`config.mk`:
```
export PLATFORM = sky130hd
export DESIGN_NAME = laneSpreader
export DESIGN_NICKNAME = d
export VERILOG_FILES = /design/src/design/aesPkg.sv /design/src/design/laneSpreader.sv
export SDC_FILE = /design/constraint.sdc
export NUM_CORES = 1
export LEC_CHECK = 0
export BUFFER_PORTS_ARGS = -buffer_cell sky130_fd_sc_hd__buf_2
export CAP_MARGIN = 20
export CORE_AREA = 3 3 745 747
export DETAILED_ROUTE_END_ITERATION = 8
export DIE_AREA = 0 0 748 750
export GPL_TIMING_DRIVEN = 1
export SYNTH_ARGS = -nofsm -noshare
export SYNTH_HDL_FRONTEND = slang
export SYNTH_SLANG_ARGS = --single-unit
```
`constraint.sdc`:
```
create_clock -name Clock -period 2.2 [get_ports Clock]
set_input_delay 0 -clock Clock [delete_from_list [all_inputs] [get_ports Clock]]
set_output_delay 0 -clock Clock [all_outputs]
set_load 0.05 [all_outputs]
```
`src/design/aesPkg.sv`:
```
/* AES-128 shared definitions
   Block width, core pipeline depth and the GF(2^8) byte functions */

package aesPkg;

   // ------------------------------
   // Sizes
   // ------------------------------

   // AES block and key width
   localparam int blockWidth = 128;
   // Initial key-addition register plus ten round stages
   localparam int coreLatency = 11;

   // ------------------------------
   // GF(2^8) arithmetic
   // ------------------------------

   // Multiply by x, reduced by the AES polynomial
   function automatic logic [7:0] xtime(input logic [7:0] value);
      return {value[6:0], 1'b0} ^ (value[7] ? 8'h1b : 8'h00);
   endfunction

   // Shift-and-add field multiply
   function automatic logic [7:0] gfMul(input logic [7:0] a, input logic [7:0] b);
      logic [7:0] product;
      logic [7:0] addend;
      product = 8'h00;
      addend = a;
      for (int i = 0; i < 8; i++) begin
         if (b[i]) begin
            product = product ^ addend;
         end
         addend = xtime(addend);
      end
      return product;
   endfunction

   // S-box as inverse plus affine map, no lookup table
   function automatic logic [7:0] sbox(input logic [7:0] value);
      logic [7:0] power;
      logic [7:0] inverse;
      power = value;
      inverse = 8'h01;
      // x^254 is the inverse, and maps zero to zero
      for (int i = 1; i < 8; i++) begin
         power = gfMul(power, power);
         inverse = gfMul(inverse, power);
      end
      // Affine step as rotations of the inverse
      return inverse
         ^ {inverse[6:0], inverse[7]}
         ^ {inverse[5:0], inverse[7:6]}
         ^ {inverse[4:0], inverse[7:5]}
         ^ {inverse[3:0], inverse[7:4]}
         ^ 8'h63;
   endfunction

   // ------------------------------
   // Key schedule constants
   // ------------------------------

   // Round constant for rounds 1 to 10
   function automatic logic [7:0] rcon(input int roundIndex);
      case (roundIndex)
         1: return 8'h01;
         2: return 8'h02;
         3: return 8'h04;
         4: return 8'h08;
         5: return 8'h10;
         6: return 8'h20;
         7: return 8'h40;
         8: return 8'h80;
         9: return 8'h1b;
         10: return 8'h36;
         default: return 8'h00;
      endcase
   endfunction

endpackage

```
`src/design/laneSpreader.sv`:
```
/* Lane spreader
   Registers the item and gives each lane its own counter block */

`timescale 1ns/1ps

module laneSpreader #(
   parameter int numLanes = 4
) (
   input  logic                                   Clock,
   input  logic                                   reset,
   input  logic [aesPkg::blockWidth-1:0]          nonce,
   input  logic [aesPkg::blockWidth-1:0]          key,
   input  logic [numLanes*aesPkg::blockWidth-1:0] dataIn,
   input  logic                                   inValid,
   output logic [numLanes*aesPkg::blockWidth-1:0] laneBlock,
   output logic [aesPkg::blockWidth-1:0]          laneKey,
   output logic [numLanes*aesPkg::blockWidth-1:0] laneData,
   output logic                                   laneValid
);

   // ------------------------------
   // Counter blocks
   // ------------------------------

   genvar k;
   generate
      for (k = 0; k < numLanes; k++) begin : lane
         // Lane offset, full width so the add wraps mod 2^128
         localparam logic [aesPkg::blockWidth-1:0] laneIndex = k;
         always_ff @(posedge Clock) begin
            laneBlock[k*aesPkg::blockWidth +: aesPkg::blockWidth] <= nonce + laneIndex;
         end
      end
   endgenerate

   // ------------------------------
   // Key, data and valid
   // ------------------------------

   // Payload, no reset
   always_ff @(posedge Clock) begin
      laneKey  <= key;
      laneData <= dataIn;
   end

   always_ff @(posedge Clock) begin
      if (reset) begin
         laneValid <= 1'b0;
      end else begin
         laneValid <= inValid;
      end
   end

endmodule

```
## Word level (Yosys, flattened, before mapping)

Cells that the tools add are included.
W data, S select, Z words.

- Flip-flop bits (word level): 1,153
- Input port bits: 771
- Logic and storage cells: 10

- Add/subtract/negate cells: 3

Operators with widths:

| kind | count |
|---|---|
| $add A128 B2 Y128 const B | 2 |
| $add A128 B1 Y128 const B | 1 |

## Longest topological paths before layout

- Depth in word-level cells: 1
- Depth in mapped cells: 10
- Mapped depth without buffers: 8

## Least setup slack after synthesis

No wires, ideal clock.

- Path kind: input port to flip-flop
- Start: input port nonce[58] (netlist bit)
- End: register laneBlock[499] (netlist bit)
- Arrival time: 2.346 ns
- Data required time: 2.082 ns
- Slack: -0.264 ns
- Cell stages on the path: 7
- Path buffers: 1
- Cells stage by stage: buf_2 nand4_2 or4_4 or3_4 or4_4 or4_4 xnor2_2

- Cells in the longest elaborated chain, start to end: 1

RTL lines:

| item | line | text |
|---|---|---|
| start, declared | laneSpreader.sv:11 | `input logic [aesPkg::blockWidth-1:0] nonce,` |
| $add A128 B2 Y128 | laneSpreader.sv:31 | `laneBlock[k*aesPkg::blockWidth +: aesPkg::blockWidth] <= nonce + laneIndex;` |
| end signal, assigned by index | laneSpreader.sv:31 |  |
| end, declared | laneSpreader.sv:15 | `output logic [numLanes*aesPkg::blockWidth-1:0] laneBlock,` |

No other way between the ends.
A chain may end at the register's enable or synchronous reset.

## Worst setup path after layout

- Start: input port nonce[2] (netlist bit)
- End: register laneBlock[435] (netlist bit)

The elaborated chain is that of the path after synthesis.

==> summary.txt <==
Yosys
  – Unique masters post-synth: 41
  – Combinational family with the most area after synthesis: simple AND/OR/NAND/NOR gates
  – Syn Std Cell Area: 0.0314 sq mm
  – YS warnings: 0
  – Count leader, synth: dfxtp_1
  – Synth top area cells: dfxtp_1 (73%), xor2_1 (5.3%), xnor2_1 (5.2%), nand2_1 (2.1%), nor2_1 (2.1%)
  – Post-synthesis mux area share: 0
  – Top cells by count, synth: dfxtp_1 (1,151), xor2_1 (189), xnor2_1 (187), nand2_1 (177), nor2_1 (176)
  – Post-synthesis sequential area ratio: 0.734
  – Share of the synthesized area in the top cell type: 0.734
  – Top FF cell, synth: dfxtp_1
  – Syn Inst Count: 2,526
  – Syn Area/Cell: 12.4 sq um
  – Simple-Gate Fraction of Synth Area: 0.138
  – Async SR Flop Fraction: 0
  – Synth Area in Adders: 0.00199
  – Area leader, netlist: dfxtp_1
  – Number of flops mapped to enable cells by yosys: 0
  – XOR/XNOR share of the synthesized area: 0.105
  – Mapped Nets: ~3,300
  – Compound-gate portion of the synthesized area: 0.000399
  – Synth Register Bits: about 1,200

Global route
  – Largest net degree at the start of global routing: 14
  – Global route total overflow: 0
  – Initial antenna violation count: 260
  – Overall Global Routing Usage: 0.165
  – Vias in the first global route: 41,331
  – First-pass GRT wire length: 571,000 microns

STA
  – Final WS setup: -0.104 ns
  – Slew @ Worst Pin: 0.961 ns
  – Tmin final: 2.30 ns
  – Final setup violating endpoints: 20
  – Setup_tns: -0.800 ns
  – Fmax: 434 MHz
  – Final period util: 1.05
  – Slew Viols, Final: 0
  – Hold Vio Cnt, Final: 1
  – Slew margin rel.: 0.357
  – Min Hold Slack: -0.0411 ns

Floorplanning
  – Chip height: around 750 microns
  – Area of the die: 0.561 sq mm
  – Initial Utilization: 0.0572
  – Row count: 272
  – I/O pins: slightly below 2,000
  – Die W: approximately 750 microns
  – Core area: around 0.55 sq mm

Power
  – PD cells: ~840 mW/mm^2
  – Worst vdd ir: 0.000560 V
  – Overall power: around 0.066 W
  – LEAKAGE: 33.1 nW

Drt
  – WL/cell: 33.5 microns
  – Vias: 39,909
  – Remaining DRCs: 0
  – Detailed Route WL: 481,000 microns
  – DRT iter0 DRCs: 2,653
  – Remaining antenna violation count: 0
  – DR pass1 iterations: 5
  – Vias/cell: 2.78

Placement
  – Routability cong.: 1.06
  – Buffers on Ports: ~1,900
  – HPWL Detailed: 420,000 microns

Worst setup path
  – WP data arrival: 3.12 ns
  – Critical Path Source Type: input pin
  – Worst Setup End Kind: register
  – Required @ worst endpoint: 3.02 ns
  – WS Path Type: input pin to register
  – Worst-path maximum fanout: 5

CTS
  – CTS tree: built
  – Longest Clk Path Bufs: 4
  – # H-tree levels: 4
  – Root Buffer: clkbuf_16
  – Num CTS Buffers: 173
  – Clock Sinks: 1,151
  – Clock Pin Slew Worst Setup and Hold Paths: 0.06 ns

Min path
  – Hold crit path type: input pin to register
  – Hold wc startpoint: nonce[63]
  – Hold Path Sink: laneBlock[499]$_DFF_P_
  – Min-Delay Path Depth: 7

Status
  – Status: finished, violations left
  – Failing checks: hold timing, setup timing

Finish
  – Share of cells above drive strength 1: 0.437
  – Fill cell count: slightly above 60,000
  – Area Growth Syn to Fin: 149%
  – Final #Nets: about 7,600

Flow run
  – Max cap viols: 0
## flip-flops by register name, indices dropped and copies added (netlist names)
| signal | flops |
|---|---|
| laneData | 512 |
| laneValid | 1 |
| laneBlock | 510 |
| laneKey | 128 |
## how the worst max path moves through the flow
stage                         start                     end  slack (ns)  depth (start not counted)
after CTS                 nonce[83]  laneBlock[473]$_DFF_P_       0.003                          8
after detailed placement  nonce[61]  laneBlock[473]$_DFF_P_       -0.92                         10
final                      nonce[2]  laneBlock[435]$_DFF_P_       -0.10                         13
after floorplan           nonce[59]  laneBlock[499]$_DFF_P_       -0.13                          7
after global placement    nonce[61]  laneBlock[473]$_DFF_P_       -0.94                         10
after global routing      nonce[22]  laneBlock[466]$_DFF_P_      -0.009                         11
## worst max-delay path, stage by stage
cell,delay (ns)
buf_2,0.15
buf_4,0.13
dlygate4sd3_1,0.66
ha_1,0.25
a21oi_1,0.11
nor4_2,0.32
buf_4,0.21
nand2_1,0.09
buf_12,0.17
buf_4,0.18
nor3_1,0.24
xor2_1,0.41
buf_4,0.19
## logic make-up after synthesis
group           after synthesis
simple gates                836
xor+xnor                    377
fa+ha+maj                     5
flops                      1151
buf+inv                     155
compound gates                2
## cell usage in the layout (no fill, tap or decap), types with 7 or more instances in the layout
cell type,n
diode_2,105
nand3_1,86
nand2_1,177
dfxtp_1,1150
nor3_2,7
nor3_1,72
nand4_1,100
buf_2,1915
nor4_1,41
nor2_1,170
and4_1,24
inv_1,14
clkinvlp_4,18
and3_1,38
dlymetal6s4s_1,8
buf_12,34
inv_6,13
nand2b_1,9
and2_1,11
xor2_1,189
xnor2_1,185
clkinv_2,29
clkbuf_16,175
clkbuf_8,22
bufinv_16,26
buf_4,745
or3_1,24
or4_1,20
dlygate4sd3_1,1574
nor4_2,15
clkbuf_1,15
## report_power, final
group / internal (W) / leakage [nW] / switching (W) / total, W
Combinational: 0.00372 / 20.4 / 0.00844 / 0.0122
Sequential: 0.0220 / 9.71 / 0.000741 / 0.0227
Clock: 0.0186 / 2.99 / 0.0126 / 0.0312
Total: 0.0443 / 33.1 / 0.0218 / 0.0661
## area by class of cell
type	instances	area, sq um	share of cell area
repair buffers	4282	31800	0.406
flip-flops and latches	1151	23000	0.294
well taps	7261	9080	0.116
multi-input cells	1220	7900	0.101
clock buffers	212	4740	0.0605
clock inverters	101	1420	0.0181
diodes	105	263	0.00336
inverters	14	52.6	0.000671
## per-stage QoR
| step | std cells | util | area [sq um] | worst slack (ns) |
|---|---|---|---|---|
| after detailed placement | 12345 | 0.102 | 55800 | -0.923 |
| after global placement | 12345 | 0.102 | 55800 | -0.943 |
| after global routing | 14294 | 0.142 | 78100 | -0.00932 |
| after floorplan | 2526 | - | 31500 | -0.125 |
| after CTS | 14227 | 0.142 | 77700 | 0.00290 |
| final | 14346 | 0.143 | 78300 | -0.104 |
## metal layers
metal  vias to the layer above  GRT usage  part of all wire
met1                     19381      0.175              0.36
met5                         -          0            0.0020
met2                      2398      0.279              0.47
met4                        90     0.0902             0.069
li1                      17140          -                 -
met3                       900     0.0645             0.094
## repair_timing
item                       in CTS  in global routing
pin swaps                       0                  2
hold endpoints to repair     1149                 26
buffers inserted                0                  1
setup endpoints to repair       1                 46
hold buffers                 1569                 17
resized for setup               1                 43
(Power assumes the default switching activity.)
